`src/agen_defs.svh`:
```
`ifndef AGEN_DEFS_SVH
`define AGEN_DEFS_SVH

// Architectural register counts
`define AGEN_NUM_GPR 8
`define AGEN_NUM_SEG 8
`define AGEN_NUM_MM 8

// Three lane bits per GPR for the low byte, the high byte and the upper word
`define AGEN_GPR_SB_W (`AGEN_NUM_GPR * 3)

// Younger stages AG2, ME, ME2 and EX tracked for dependencies
`define AGEN_INFLIGHT 4

// Interrupt descriptor entry addresses
`define AGEN_NMI_VECTOR 32'h0000_0010
`define AGEN_PF_VECTOR 32'h0000_0070
`define AGEN_GP_VECTOR 32'h0000_0068

`endif

```
`src/agen_pkg.sv`:
```
`default_nettype none
`include "agen_defs.svh"

package agen_pkg;

   typedef logic [1:0] op_size_t;
   typedef logic [$clog2(`AGEN_NUM_GPR)-1:0] reg_id_t;

   localparam op_size_t SIZE_BYTE = 2'd0;
   localparam op_size_t SIZE_WORD = 2'd1;
   localparam op_size_t SIZE_DWORD = 2'd2;
   localparam op_size_t SIZE_QWORD = 2'd3;

   typedef struct packed {
      logic [`AGEN_GPR_SB_W-1:0] gpr;
      logic [`AGEN_NUM_SEG-1:0] seg;
      logic [`AGEN_NUM_MM-1:0] mm;
   } scoreboard_t;

   typedef struct packed {
      // Next EIP and CS selection
      logic jmp_rel;
      logic next_eip_abs;
      logic next_cs_far;
      // Stack address control
      logic sp_push;
      logic sp_pop_multi;
      logic sp_use_temp;
      // Memory address control
      logic base_en;
      logic disp_en;
      logic sib_en;
      logic seg_use_cs;
      logic [1:0] sib_scale;
      // Source needs
      logic sr1_needed;
      logic sr2_needed;
      logic seg1_needed;
      logic seg2_needed;
      logic mm1_needed;
      logic mm2_needed;
      // Destination control
      logic ld_gpr1;
      logic ld_gpr2;
      logic ld_seg;
      logic ld_mm;
      logic drid1_sel;
   } agen_uop_t;

   // Lane bits touched by one GPR access
   // Bit index is reg * 3 + lane
   function automatic logic [`AGEN_GPR_SB_W-1:0] gpr_lanes(reg_id_t id, op_size_t size);
      logic [2:0] lanes;
      reg_id_t idx;
      lanes = 3'b111;
      idx = id;
      if (size == SIZE_BYTE) begin
         // AH, CH, DH, BH live in lane 1 of registers 0..3
         idx = {1'b0, id[1:0]};
         lanes = id[2] ? 3'b010 : 3'b001;
      end else if (size == SIZE_WORD) begin
         lanes = 3'b011;
      end
      return {{(`AGEN_GPR_SB_W - 3){1'b0}}, lanes} << (idx * 3);
   endfunction

endpackage

`default_nettype wire

```
`src/sb_if.sv`:
```
`timescale 1ns/1ps
`default_nettype none
`include "agen_defs.svh"

// One scoreboard travelling with a micro-op
interface sb_if;
   logic valid;
   logic [`AGEN_GPR_SB_W-1:0] gpr;
   logic [`AGEN_NUM_SEG-1:0] seg;
   logic [`AGEN_NUM_MM-1:0] mm;

   modport src (
      output valid, gpr, seg, mm
   );

   modport dst (
      input valid, gpr, seg, mm
   );
endinterface

`default_nettype wire

```
`src/scoreboard_gen.sv`:
```
`timescale 1ns/1ps
`default_nettype none
`include "agen_defs.svh"

module scoreboard_gen (
   input logic v,
   input logic ld_gpr1,
   input logic ld_gpr2,
   input logic ld_seg,
   input logic ld_mm,
   input agen_pkg::reg_id_t drid1,
   input agen_pkg::reg_id_t drid2,
   input agen_pkg::op_size_t dr1_size,
   input agen_pkg::op_size_t dr2_size,
   sb_if.src sb
);
   import agen_pkg::*;

   logic [`AGEN_GPR_SB_W-1:0] gpr_bits;
   logic [`AGEN_NUM_SEG-1:0] seg_bits;
   logic [`AGEN_NUM_MM-1:0] mm_bits;

   always_comb begin
      gpr_bits = '0;
      seg_bits = '0;
      mm_bits = '0;
      // An idle stage claims no registers
      if (v) begin
         if (ld_gpr1) begin
            gpr_bits = gpr_bits | gpr_lanes(drid1, dr1_size);
         end
         if (ld_gpr2) begin
            gpr_bits = gpr_bits | gpr_lanes(drid2, dr2_size);
         end
         // Segment and MMX writes always target the first destination
         seg_bits[drid1] = ld_seg;
         mm_bits[drid1] = ld_mm;
      end
   end

   assign sb.valid = v;
   assign sb.gpr = gpr_bits;
   assign sb.seg = seg_bits;
   assign sb.mm = mm_bits;

endmodule

`default_nettype wire

```
`src/dep_check.sv`:
```
`timescale 1ns/1ps
`default_nettype none
`include "agen_defs.svh"

module dep_check (
   input logic v,
   input agen_pkg::reg_id_t sr1,
   input agen_pkg::reg_id_t sr2,
   input agen_pkg::reg_id_t sib_i,
   input agen_pkg::reg_id_t seg1,
   input agen_pkg::reg_id_t seg2,
   input agen_pkg::op_size_t sr1_size,
   input agen_pkg::op_size_t sr2_size,
   input logic sr1_needed,
   input logic sr2_needed,
   input logic seg1_needed,
   input logic seg2_needed,
   input logic mm1_needed,
   input logic mm2_needed,
   input logic sib_en,
   sb_if.dst inflight [`AGEN_INFLIGHT],
   output logic stall
);
   import agen_pkg::*;

   logic [`AGEN_GPR_SB_W-1:0] src_gpr;
   logic [`AGEN_NUM_SEG-1:0] src_seg;
   logic [`AGEN_NUM_MM-1:0] src_mm;
   logic [`AGEN_INFLIGHT-1:0] hit;

   // Registers this micro-op reads
   always_comb begin
      src_gpr = '0;
      src_seg = '0;
      src_mm = '0;
      if (sr1_needed) src_gpr = src_gpr | gpr_lanes(sr1, sr1_size);
      if (sr2_needed) src_gpr = src_gpr | gpr_lanes(sr2, sr2_size);
      // Index register is always read as 32 bits
      if (sib_en) src_gpr = src_gpr | gpr_lanes(sib_i, SIZE_DWORD);
      if (seg1_needed) src_seg[seg1] = 1'b1;
      if (seg2_needed) src_seg[seg2] = 1'b1;
      if (mm1_needed) src_mm[sr1] = 1'b1;
      if (mm2_needed) src_mm[sr2] = 1'b1;
   end

   for (genvar i = 0; i < `AGEN_INFLIGHT; i++) begin : g_slot
      assign hit[i] = inflight[i].valid &
                      (|(inflight[i].gpr & src_gpr) |
                       |(inflight[i].seg & src_seg) |
                       |(inflight[i].mm & src_mm));
   end

   assign stall = v & (|hit);

endmodule

`default_nettype wire

```
`src/stack_addr_unit.sv`:
```
`timescale 1ns/1ps
`default_nettype none

module stack_addr_unit (
   input logic clk,
   input logic reset,
   input logic v,
   input logic sp_push,
   input logic sp_pop_multi,
   input logic sp_use_temp,
   input agen_pkg::op_size_t mem_size,
   input logic [31:0] sr2_data,
   output logic [31:0] sp_addr
);
   import agen_pkg::*;

   logic [3:0] push_size;
   logic [3:0] pop_size;
   logic [3:0] prev_pop_size;
   logic [31:0] temp_sp;
   logic [31:0] sp_base;
   logic [31:0] sp_addend;

   // Byte stack accesses move the pointer by a word
   always_comb begin
      case (mem_size)
         SIZE_DWORD: push_size = 4'd4;
         SIZE_QWORD: push_size = 4'd8;
         default: push_size = 4'd2;
      endcase
      pop_size = push_size;
   end

   assign sp_base = sp_use_temp ? temp_sp : sr2_data;

   always_comb begin
      if (!sp_push) begin
         sp_addend = '0;
      end else if (sp_pop_multi) begin
         // Multi-access pops walk up by the size of the previous access
         sp_addend = {28'h0, prev_pop_size};
      end else begin
         sp_addend = -{28'h0, push_size};
      end
   end

   assign sp_addr = sp_base + sp_addend;

   always_ff @(posedge clk) begin
      if (reset) begin
         temp_sp <= '0;
         prev_pop_size <= '0;
      end else if (v) begin
         temp_sp <= sp_addr;
         prev_pop_size <= pop_size;
      end
   end

endmodule

`default_nettype wire

```
`src/agen_stage1.sv`:
```
`timescale 1ns/1ps
`default_nettype none
`include "agen_defs.svh"

module agen_stage1 (
   input logic clk,
   input logic reset,
   input logic v,
   input agen_pkg::agen_uop_t uop,
   input logic [31:0] eip,
   input logic [15:0] cs,
   input logic [47:0] offset,
   input agen_pkg::op_size_t mem_size,
   input agen_pkg::reg_id_t sr1,
   input agen_pkg::reg_id_t sr2,
   input agen_pkg::reg_id_t sib_i,
   input agen_pkg::reg_id_t seg1,
   input agen_pkg::reg_id_t seg2,
   input agen_pkg::op_size_t sr1_size,
   input agen_pkg::op_size_t sr2_size,
   input agen_pkg::op_size_t dr1_size,
   input agen_pkg::op_size_t dr2_size,
   input logic [31:0] sr1_data,
   input logic [31:0] sr2_data,
   input logic [31:0] sib_i_data,
   input logic [31:0] disp32,
   input logic [15:0] seg1_data,
   input logic nmi_en,
   input logic pf_en,
   input logic gp_en,
   output logic [31:0] next_eip,
   output logic [15:0] next_cs,
   output logic [31:0] base_disp,
   output logic [31:0] sib_seg,
   output logic [31:0] sp_addr,
   output logic [31:0] int_addr,
   output logic exc_v,
   output logic stall,
   sb_if.src sb_out,
   sb_if.dst inflight [`AGEN_INFLIGHT]
);
   import agen_pkg::*;

   logic [31:0] base_term;
   logic [31:0] disp_term;
   logic [31:0] sib_term;
   logic [15:0] seg_sel;
   reg_id_t drid1;
   reg_id_t drid2;

   // Base plus displacement half of the effective address
   assign base_term = uop.base_en ? sr1_data : '0;
   assign disp_term = uop.disp_en ? disp32 : '0;
   assign base_disp = base_term + disp_term;

   // Segment base plus scaled index half
   assign seg_sel = uop.seg_use_cs ? cs : seg1_data;
   assign sib_term = uop.sib_en ? (sib_i_data << uop.sib_scale) : '0;
   assign sib_seg = {seg_sel, 16'h0000} + sib_term;

   // Absolute target wins over relative, otherwise fall through
   always_comb begin
      if (uop.next_eip_abs) begin
         next_eip = offset[31:0];
      end else if (uop.jmp_rel) begin
         next_eip = eip + offset[31:0];
      end else begin
         next_eip = eip;
      end
   end

   assign next_cs = uop.next_cs_far ? offset[47:32] : cs;

   // NMI over page fault over general protection
   always_comb begin
      if (nmi_en) begin
         int_addr = `AGEN_NMI_VECTOR;
      end else if (pf_en) begin
         int_addr = `AGEN_PF_VECTOR;
      end else if (gp_en) begin
         int_addr = `AGEN_GP_VECTOR;
      end else begin
         int_addr = '0;
      end
   end

   assign exc_v = v & (nmi_en | pf_en | gp_en);

   assign drid1 = uop.drid1_sel ? sr1 : sr2;
   assign drid2 = sr2;

   stack_addr_unit u_stack_addr_unit (
      .clk          (clk),
      .reset        (reset),
      .v            (v),
      .sp_push      (uop.sp_push),
      .sp_pop_multi (uop.sp_pop_multi),
      .sp_use_temp  (uop.sp_use_temp),
      .mem_size     (mem_size),
      .sr2_data     (sr2_data),
      .sp_addr      (sp_addr)
   );

   scoreboard_gen u_scoreboard_gen (
      .v        (v),
      .ld_gpr1  (uop.ld_gpr1),
      .ld_gpr2  (uop.ld_gpr2),
      .ld_seg   (uop.ld_seg),
      .ld_mm    (uop.ld_mm),
      .drid1    (drid1),
      .drid2    (drid2),
      .dr1_size (dr1_size),
      .dr2_size (dr2_size),
      .sb       (sb_out)
   );

   dep_check u_dep_check (
      .v           (v),
      .sr1         (sr1),
      .sr2         (sr2),
      .sib_i       (sib_i),
      .seg1        (seg1),
      .seg2        (seg2),
      .sr1_size    (sr1_size),
      .sr2_size    (sr2_size),
      .sr1_needed  (uop.sr1_needed),
      .sr2_needed  (uop.sr2_needed),
      .seg1_needed (uop.seg1_needed),
      .seg2_needed (uop.seg2_needed),
      .mm1_needed  (uop.mm1_needed),
      .mm2_needed  (uop.mm2_needed),
      .sib_en      (uop.sib_en),
      .inflight    (inflight),
      .stall       (stall)
   );

endmodule

`default_nettype wire

```
`src/inflight_pipe.sv`:
```
`timescale 1ns/1ps
`default_nettype none
`include "agen_defs.svh"

module inflight_pipe (
   input logic clk,
   input logic reset,
   input logic stall,
   sb_if.dst sb_in,
   sb_if.src stages [`AGEN_INFLIGHT]
);
   import agen_pkg::*;

   logic [`AGEN_INFLIGHT-1:0] valid_q;
   scoreboard_t slot_q [`AGEN_INFLIGHT];

   // A stalled micro-op enters as a bubble and is presented again
   always_ff @(posedge clk) begin
      if (reset) begin
         valid_q <= '0;
      end else begin
         valid_q <= {valid_q[`AGEN_INFLIGHT-2:0], sb_in.valid & ~stall};
      end
   end

   always_ff @(posedge clk) begin
      slot_q[0] <= '{gpr: sb_in.gpr, seg: sb_in.seg, mm: sb_in.mm};
      for (int i = 1; i < `AGEN_INFLIGHT; i++) begin
         slot_q[i] <= slot_q[i-1];
      end
   end

   // Slot 0 is AG2 and the last slot is EX
   for (genvar i = 0; i < `AGEN_INFLIGHT; i++) begin : g_stage
      assign stages[i].valid = valid_q[i];
      assign stages[i].gpr = slot_q[i].gpr;
      assign stages[i].seg = slot_q[i].seg;
      assign stages[i].mm = slot_q[i].mm;
   end

   // An idle source offers an empty scoreboard
   a_idle_empty: assert property (@(posedge clk) disable iff (reset)
      !sb_in.valid |-> (sb_in.gpr == '0 && sb_in.seg == '0 && sb_in.mm == '0))
      else $error("inflight_pipe: idle source with a non-empty scoreboard");

   // Only a held micro-op can be stalled
   a_stall_held: assert property (@(posedge clk) disable iff (reset)
      stall |-> sb_in.valid)
      else $error("inflight_pipe: stall without a held micro-op");

endmodule

`default_nettype wire

```
`src/agen_top.sv`:
```
`timescale 1ns/1ps
`default_nettype none
`include "agen_defs.svh"

module agen_top (
   input logic clk,
   input logic reset,
   input logic v,
   input agen_pkg::agen_uop_t uop,
   input logic [31:0] eip,
   input logic [15:0] cs,
   input logic [47:0] offset,
   input agen_pkg::op_size_t mem_size,
   input agen_pkg::reg_id_t sr1,
   input agen_pkg::reg_id_t sr2,
   input agen_pkg::reg_id_t sib_i,
   input agen_pkg::reg_id_t seg1,
   input agen_pkg::reg_id_t seg2,
   input agen_pkg::op_size_t sr1_size,
   input agen_pkg::op_size_t sr2_size,
   input agen_pkg::op_size_t dr1_size,
   input agen_pkg::op_size_t dr2_size,
   input logic [31:0] sr1_data,
   input logic [31:0] sr2_data,
   input logic [31:0] sib_i_data,
   input logic [31:0] disp32,
   input logic [15:0] seg1_data,
   input logic nmi_en,
   input logic pf_en,
   input logic gp_en,
   output logic [31:0] next_eip,
   output logic [15:0] next_cs,
   output logic [31:0] base_disp,
   output logic [31:0] sib_seg,
   output logic [31:0] sp_addr,
   output logic [31:0] int_addr,
   output logic exc_v,
   output logic stall
);

   // Issued scoreboard and the four stages ahead of it
   sb_if sb_issue ();
   sb_if sb_stage [`AGEN_INFLIGHT] ();

   agen_stage1 u_agen_stage1 (
      .clk        (clk),
      .reset      (reset),
      .v          (v),
      .uop        (uop),
      .eip        (eip),
      .cs         (cs),
      .offset     (offset),
      .mem_size   (mem_size),
      .sr1        (sr1),
      .sr2        (sr2),
      .sib_i      (sib_i),
      .seg1       (seg1),
      .seg2       (seg2),
      .sr1_size   (sr1_size),
      .sr2_size   (sr2_size),
      .dr1_size   (dr1_size),
      .dr2_size   (dr2_size),
      .sr1_data   (sr1_data),
      .sr2_data   (sr2_data),
      .sib_i_data (sib_i_data),
      .disp32     (disp32),
      .seg1_data  (seg1_data),
      .nmi_en     (nmi_en),
      .pf_en      (pf_en),
      .gp_en      (gp_en),
      .next_eip   (next_eip),
      .next_cs    (next_cs),
      .base_disp  (base_disp),
      .sib_seg    (sib_seg),
      .sp_addr    (sp_addr),
      .int_addr   (int_addr),
      .exc_v      (exc_v),
      .stall      (stall),
      .sb_out     (sb_issue),
      .inflight   (sb_stage)
   );

   inflight_pipe u_inflight_pipe (
      .clk    (clk),
      .reset  (reset),
      .stall  (stall),
      .sb_in  (sb_issue),
      .stages (sb_stage)
   );

endmodule

`default_nettype wire

```
`config.mk`:
```
export PLATFORM = sky130hd
export DESIGN_NAME = agen_top
export DESIGN_NICKNAME = d
export VERILOG_FILES = /design/src/agen_pkg.sv /design/src/sb_if.sv /design/src/scoreboard_gen.sv /design/src/dep_check.sv /design/src/stack_addr_unit.sv /design/src/agen_stage1.sv /design/src/inflight_pipe.sv /design/src/agen_top.sv
export VERILOG_INCLUDE_DIRS = /design/src
export SDC_FILE = /design/constraint.sdc
export NUM_CORES = 1
export LEC_CHECK = 0
export BUFFER_PORTS_ARGS = -buffer_cell sky130_fd_sc_hd__clkbuf_2
export CAP_MARGIN = 25
export CORE_MARGIN = 8
export CORE_UTILIZATION = 45
export DETAILED_ROUTE_END_ITERATION = 6
export HOLD_SLACK_MARGIN = 0.1
export PLACE_DENSITY = 0.74
export SYNTH_ARGS = -nofsm -noshare
export SYNTH_HDL_FRONTEND = slang
export SYNTH_SLANG_ARGS = --single-unit
```
`constraint.sdc`:
```
create_clock -name clk -period 9.9 [get_ports clk]
set_input_delay 1.98 -clock clk [delete_from_list [all_inputs] [get_ports clk]]
set_output_delay 1.98 -clock clk [all_outputs]
set_load 0.05 [all_outputs]
```
==> impl_metrics.toml, run 1 <==
[global_route]
grt_pass1_wl_um = 81300
grt_overflow = 0
first_global_vias = 15800
antenna_found_initial = 0
grt_start_max_net_pins = 58
track_usage_pct = 24.0

[place]
io_buffers = 443
post-place-ws_ns = 1.50
placed_cells = 2630
hpwl_um = 41300
place_congestion = 0.976

[drt]
drt_drc_violations_left = 0
vias_per_cell = 5.75
drt_iter0_drc = 1067
wirelength_um = 50500
vias = 15300
postRouteAntennaNets = 0
wl_per_cell_um = 18.9
drt_pre_antenna_iters = 5

[critical_path]
r2r-end = "u_agen_stage1.u_stack_addr_unit.temp_sp[31]$_SDFFE_PP0P_"
r2r_slack_ns = 6.60
cp-end-kind = "output pin"
required_ns = 7.92
cp_top_family = "compound AO/OA/AOI/OAI gates"
critical_path_class = "primary input to output pin"
cp-startpoint = "uop[11]"
worst_path_largest_cell_delay_ns = 0.66
cp_data_arrival_time_ns = 6.11
crit_end = "sib_seg[30]"
critPathBufInv = 4
crit_chain = "clkbuf_2 -> buf_12 -> mux4_2 -> and2_1 -> ha_1 -> inv_1 -> fa_1 -> nor2b_1 -> o21ai_0 -> a21boi_0 -> o21ai_0 -> a21boi_0 -> o2111ai_1 -> a31oi_1 -> or4b_2 -> nand3_1 -> clkbuf_2"
ff2ff_path_depth = 15
critPathSlowestCell = "or4b_2"
path_max_fanout = 24
cp.depth = 17
critPathLaunchType = "primary input"

[clock_network]
clock-sinks = 199
clock_latency_ns = 0.45
cts_setup_buffers = 0
clk_pin_slew_worst_paths_ns = 0.08
cts_hold_buffers = 0
h-tree-depth = 4
cts-buffers-inserted = 17
cts.repair.resized = 0
cts_tree = "yes"
clockRootBuffer = "clkbuf_16"
clock_path_buffers = 2

[synthesis]
yosys.area_share.xor_xnor_pct = 5.11
yosys-mux-area-fraction_pct = 12.0
synthAdderAreaFrac_pct = 9.30
syn_area_per_cell_um2 = 8.46
netlist_area_um2 = 15300
synth_edf_count = 0
synth_area_leaders = "dfxtp_1 26%, ha_1 8.8%, mux2_2 4.9%"
synth_cells = 1803
synth_top_family_by_area = "simple AND/OR/NAND/NOR gates"
synth_ff_type = "dfxtp_1"
yosysTopAreaCell = "dfxtp_1"
synthSimpleGateAreaFrac_pct = 21.6
synth_top_area_share_pct = 26.1
synth-compound-area-share_pct = 21.4
yosysWarnings = 0
ys_types = 91
synth-seq-area-share_pct = 26.1
ys_ff_latch = 199
async_flop_share_pct = 0

[power_and_ir_drop]
p_seq_share_pct = 31.1
p_int_w = 0.00155
p_sw_share_pct = 43.3
leakage_nw = 8.57
pwr_density_cell_nw_per_um2 = 149
irDropWorstVdd_v = 0.000155
combPwrFrac_pct = 41.4
power.switching_w = 0.00118
p_clk_share_pct = 27.5

[worst_hold_path]
hold_path_class = "register to register"
min_path_cells = 0

[layout]
multi_input_area_um2 = 10700
nets = 2608
drive_gt1_share_pct = 27.3
regArea_um2 = 3980
fin_cells = 2664
layout.cells.most_common_list = "443 x clkbuf_2, 199 x dfxtp_1, 147 x nand2_1"
area_growth_pct = 20.5
antenna_cells = 0
final_common_cell = "clkbuf_2"
fillerInstances = 3121
final_util_pct = 55.0

[sta]
min_period_over_period_pct = 81.7
setup_viol = 0
rsz0062_at_grt = "no"
layout_setup_ws_ns = 1.81
slew_headroom_pct = 27.6
setup_tns_ns = 0
hold_slack_ns = 0.344
worst_pin_slew_ns = 1.07
min_period_ns = 8.09
finalMaxSlewViolations = 0
hold_viol_final = 0
fin_worst_skew_ns = 0.0163
fmax_mhz = 124

[floorplan]
start_util_pct = 45.6
die_h_um = 200
core-area_um2 = 33400
num_rows = 67
io_pins = 472
die-area_um2 = 40000
fp.dieW_um = 200

[status]
status = "finished clean"

[flow_run]
maxCapViolCount = 0
==> power groups by stage <==
stage                     Clock, W  Sequential (W)  Combinational (W)
final                     0.000753        0.000851            0.00113
after global routing      0.000805        0.000855            0.00122
after CTS                 0.000766        0.000851            0.00113
after detailed placement         0        0.000869            0.00113
after global placement           0        0.000868            0.00111
after floorplan                  0        0.000863           0.000852
==> worst reg2reg max path, stage by stage (launching register included) <==
cell,delay [ns]
dfxtp_1,0.33
nand2_1,0.04
o21ai_0,0.06
and2_1,0.14
ha_1,0.18
inv_1,0.06
fa_1,0.39
nor2b_1,0.15
o31a_1,0.17
a21oi_1,0.10
o21ai_1,0.31
a311o_1,0.39
a21oi_1,0.12
a211oi_1,0.36
nor3_1,0.11
a311o_1,0.28
==> how the worst min path moves through the flow <==
stage	startpoint	endpoint
2_1_floorplan	u_inflight_pipe.slot_q[0][29]$_SDFF_PN0_	u_inflight_pipe.slot_q[1][29]$_DFF_P_
3_3_place_gp	u_inflight_pipe.slot_q[0][29]$_SDFF_PN0_	u_inflight_pipe.slot_q[1][29]$_DFF_P_
3_5_place_dp	u_inflight_pipe.slot_q[0][28]$_SDFF_PN0_	u_inflight_pipe.slot_q[1][28]$_DFF_P_
4_1_cts	u_inflight_pipe.slot_q[2][26]$_DFF_P_	u_inflight_pipe.slot_q[3][26]$_DFF_P_
5_1_grt	u_inflight_pipe.slot_q[1][3]$_DFF_P_	u_inflight_pipe.slot_q[2][3]$_DFF_P_
6_report	u_inflight_pipe.slot_q[2][26]$_DFF_P_	u_inflight_pipe.slot_q[3][26]$_DFF_P_
==> kinds of logic (layout without fill, tap and decap cells) <==
| logic type | after synthesis | in the layout |
|---|---|---|
| adder cells (fa/ha/maj) | 111 | 111 |
| flip-flops | 199 | 199 |
| other | 1 | 28 |
| AO/OA/AOI/OAI | 480 | 480 |
| buffers and inverters | 146 | 532 |
| XOR/XNOR | 89 | 89 |
| AND/OR/NAND/NOR | 632 | 632 |
| multiplexers | 145 | 145 |
==> synthesized netlist by cell type (all sizes together) (32+ instances only) <==
cell type	count
dfxtp	199
nand2	147
nor2	143
o21ai	119
ha	107
and2	96
a21oi	81
mux2	66
xnor2	61
mux2i	55
buf	52
inv	50
clkbuf	44
nand3	42
nor3	39
a22oi	36
a21o	32
==> cell type report <==
cell class / instances / share of cell area (%)
repair buffers: 450 / 12.5
clock buffers: 17 / 2.31
well taps: 448 / 3.05
inverters: 50 / 1.02
flip-flops and latches: 199 / 21.7
multi-input cells: 1485 / 58.2
clock inverters: 15 / 1.26
==> stage by stage <==
stage / power (W) / cell area [µm²]
after global placement: 0.00198 / 17700
after CTS: 0.00275 / 18300
after global routing: 0.00288 / 18400
after detailed placement: 0.00200 / 17700
after floorplan: 0.00171 / 15400
final: 0.00274 / 18400
==> metal layers <==
layer / vias up / wire (µm) / track usage (%)
met4: 0 / 1660 / 9.08
met3: 121 / 2840 / 4.21
met1: 7171 / 21400 / 29.2
met5: - / 0 / 0
li1: 7443 / - / -
met2: 578 / 24500 / 41.8
==> state kept, by name (all words and copies together), names as in the netlist <==
| signal | cells |
|---|---|
| u_inflight_pipe.slot_q | 160 |
| u_agen_stage1.u_stack_addr_unit.temp_sp | 32 |
| u_inflight_pipe.valid_q | 4 |
| u_agen_stage1.u_stack_addr_unit.prev_pop_size | 3 |
Note: power is estimated with default switching activity, not from simulation.
==> inputs of run 2 (changes only) <==
--- a/config.mk
+++ b/config.mk
@@ -6,13 +6,14 @@
 export SDC_FILE = /design/constraint.sdc
 export NUM_CORES = 1
 export LEC_CHECK = 0
+export ABC_AREA = 1
 export BUFFER_PORTS_ARGS = -buffer_cell sky130_fd_sc_hd__clkbuf_2
 export CAP_MARGIN = 25
 export CORE_MARGIN = 8
 export CORE_UTILIZATION = 45
 export DETAILED_ROUTE_END_ITERATION = 6
 export HOLD_SLACK_MARGIN = 0.1
-export PLACE_DENSITY = 0.74
+export PLACE_DENSITY = 0.73
 export SYNTH_ARGS = -nofsm -noshare
 export SYNTH_HDL_FRONTEND = slang
 export SYNTH_SLANG_ARGS = --single-unit
==> constraint.sdc (replaced) <==
create_clock -name clk -period 7.9 [get_ports clk]
set_input_delay 1.58 -clock clk [delete_from_list [all_inputs] [get_ports clk]]
set_output_delay 1.58 -clock clk [all_outputs]
set_load 0.05 [all_outputs]
==> impl_metrics.toml, run 2 <==
[status]
status = "finished clean"

[layout]
drive_gt1_share_pct = 17.3
largest_register_ffs = 160
nets = 3362
fin_cells = 3435
layout.cells.most_common_list = "700 x nand2_1, 443 x clkbuf_2, 329 x inv_1"
regMostFlops = "u_inflight_pipe.slot_q"
area_growth_pct = 19.1
final_common_cell = "nand2_1"
multi_input_area_um2 = 10200
fillerInstances = 3642
top_regs = "u_inflight_pipe.slot_q x160, u_agen_stage1.u_stack_addr_unit.temp_sp x32, u_inflight_pipe.valid_q x4"
regArea_um2 = 3980

[synthesis]
synth_area_leaders = "dfxtp_1 25%, nand2_1 17%, ha_1 8.4%"
synth_ff_type = "dfxtp_1"
synth_top_area_share_pct = 25.0
ys_ff_latch = 199
ys_types = 55
netlist_area_um2 = 15900
yosysTopAreaCell = "dfxtp_1"
synthTopCellsByCount = "700 x nand2_1, 329 x inv_1, 284 x nor2_1"
yosysWarnings = 0
syn_area_per_cell_um2 = 6.21
synth-seq-area-share_pct = 25.0
async_flop_share_pct = 0
synth_edf_count = 0
yosysMostFrequentCell = "nand2_1"
synth_cells = 2563

[floorplan]
core-area_um2 = 35200
num_rows = 69
start_util_pct = 45.2
fp.dieW_um = 204
io_pins = 472
die-area_um2 = 41600
die_h_um = 204

[critical_path]
critPathLaunchType = "primary input"
cp-end-kind = "output pin"
path_max_fanout = 34
r2r-end = "u_agen_stage1.u_stack_addr_unit.temp_sp[31]$_SDFFE_PP0P_"
critical_path_class = "primary input to output pin"
cp_data_arrival_time_ns = 4.88
critPathBufInv = 3
crit_top_cell = "o21ai_1"
crit_chain = "clkbuf_2 -> mux2i_1 -> o22ai_1 -> ha_1 -> inv_1 -> fa_1 -> o21ai_1 -> nand2_1 -> nand2_1 -> a21oi_1 -> o21ai_1 -> a21boi_1 -> o21ai_1 -> xor2_1 -> clkbuf_2"
cp_top_family = "buffers and inverters"
required_ns = 6.32
ff2ff_path_depth = 17
critPathSlowestCell = "clkbuf_2"
worst_path_largest_cell_delay_ns = 0.70
r2r_slack_ns = 5.18

[worst_hold_path]
min_to = "u_inflight_pipe.slot_q[2][35]$_DFF_P_"
hold_path_class = "register to register"
hold_path.startpoint = "u_inflight_pipe.slot_q[1][35]$_DFF_P_"
min_path_cells = 0

[drt]
vias = 18000
drt_drc_violations_left = 0
drt_iter0_drc = 1119
wl_per_cell_um = 16.2
drt_pre_antenna_iters = 6
wirelength_um = 55500
postRouteAntennaNets = 0
vias_per_cell = 5.24

[clock_network]
cts.repair.resized = 0
cts_tree = "yes"
h-tree-depth = 4
cts_hold_buffers = 0
clock_latency_ns = 0.44
clk_pin_slew_worst_paths_ns = 0.09
clock-sinks = 199
cts-buffers-inserted = 17
clock_path_buffers = 2
clockRootBuffer = "clkbuf_16"
cts_setup_buffers = 0

[global_route]
busiest_layer = "met2"
track_usage_pct = 25.1
grt_use_met2_pct = 43.8
globalRouteMet3Util_pct = 3.52
grt_pass1_wl_um = 86500
grt_util_met1_pct = 32.1
antenna_found_initial = 6
grt_overflow = 0
first_global_vias = 17100
grt_start_max_net_pins = 89

[sta]
min_period_over_period_pct = 81.8
fmax_mhz = 155
finalMaxSlewViolations = 0
slew_headroom_pct = 37.6
fin_worst_skew_ns = 0.0202
min_period_ns = 6.46
rsz0062_at_grt = "no"
worst_pin_slew_ns = 0.936
setup_viol = 0
hold_viol_final = 0
setup_tns_ns = 0

[place]
placed_cells = 3398
place_congestion = 0.997
hpwl_um = 46500
io_buffers = 443

[power_and_ir_drop]
pwr_density_cell_nw_per_um2 = 184
power_w = 0.00349
irDropWorstVdd_v = 0.000191
leakage_nw = 10.5

[flow_run]
maxCapViolCount = 0
## run 2: changes by cell type after synthesis, moves of 24 or more
cell / change
mux4_2: -24
inv_1: +279
mux2_2: -65
nand2_1: +553
xor2_1: +31
nor2_1: +141
o21ai_0: +35
and2_1: -95
a22oi_1: -36
mux2i_1: -27
a21oi_1: +146
xnor2_1: -34
nand3_1: +72
## run 2: kinds of logic (layout without fill, tap and decap cells)
group	count (synthesis)	count (layout)	share of synthesized area (%)
other	1	33	0.0236
xor gates and xnor gates	86	86	4.73
and+or+nand+nor	1191	1191	30.4
DFF	199	199	25.0
buffers and inverters	439	818	11.3
muxes	29	29	1.83
AOI/OAI and AO/OA	507	507	17.7
adders and majority gates	111	111	8.92
## run 2: final cells by class
type / instances / area share, %
antenna: 5 / 0.0660
clock buffer: 18 / 2.26
clock inverter: 13 / 0.970
inverter: 340 / 6.73
multi-input combinational: 1952 / 54.0
sequential: 199 / 21.0
tap: 461 / 3.04
timing repair buffer: 447 / 11.9
## run 2: layer usage
layer,up-vias,part of all wire [%]
li1,9056,-
met1,8246,44
met2,608,48
met3,76,6.0
met4,2,1.9
met5,-,0.023
## run 2: where the power goes
group	switching [W]	internal, W	total, W
combinational	0.00112	0.000397	0.00152
clock	0.000432	0.000483	0.000915
sequential	0.0000152	0.00104	0.00106
total	0.00157	0.00192	0.00349
## run 2: how the worst max path moves through the flow
stage,from,depth (start not counted),end,slack (ns)
after floorplan,uop[19],14,sp_addr[19],1.53
after CTS,uop[11],15,sib_seg[28],1.44
final,uop[11],15,sib_seg[28],1.44
after detailed placement,uop[11],15,sib_seg[28],1.43
after global routing,uop[11],15,sib_seg[28],1.17
after global placement,uop[11],15,sib_seg[28],1.48
## run 2: through the flow
step	worst slack [ns]	instance area, µm²	hold WS [ns]	utilization (%)
after floorplan	1.53	16000	0.331	-
after detailed placement	1.43	18300	0.335	52.0
after global placement	1.48	18300	0.333	52.0
after CTS	1.44	18900	0.328	53.7
final	1.44	19000	0.327	53.8
after global routing	1.17	19000	0.338	53.8
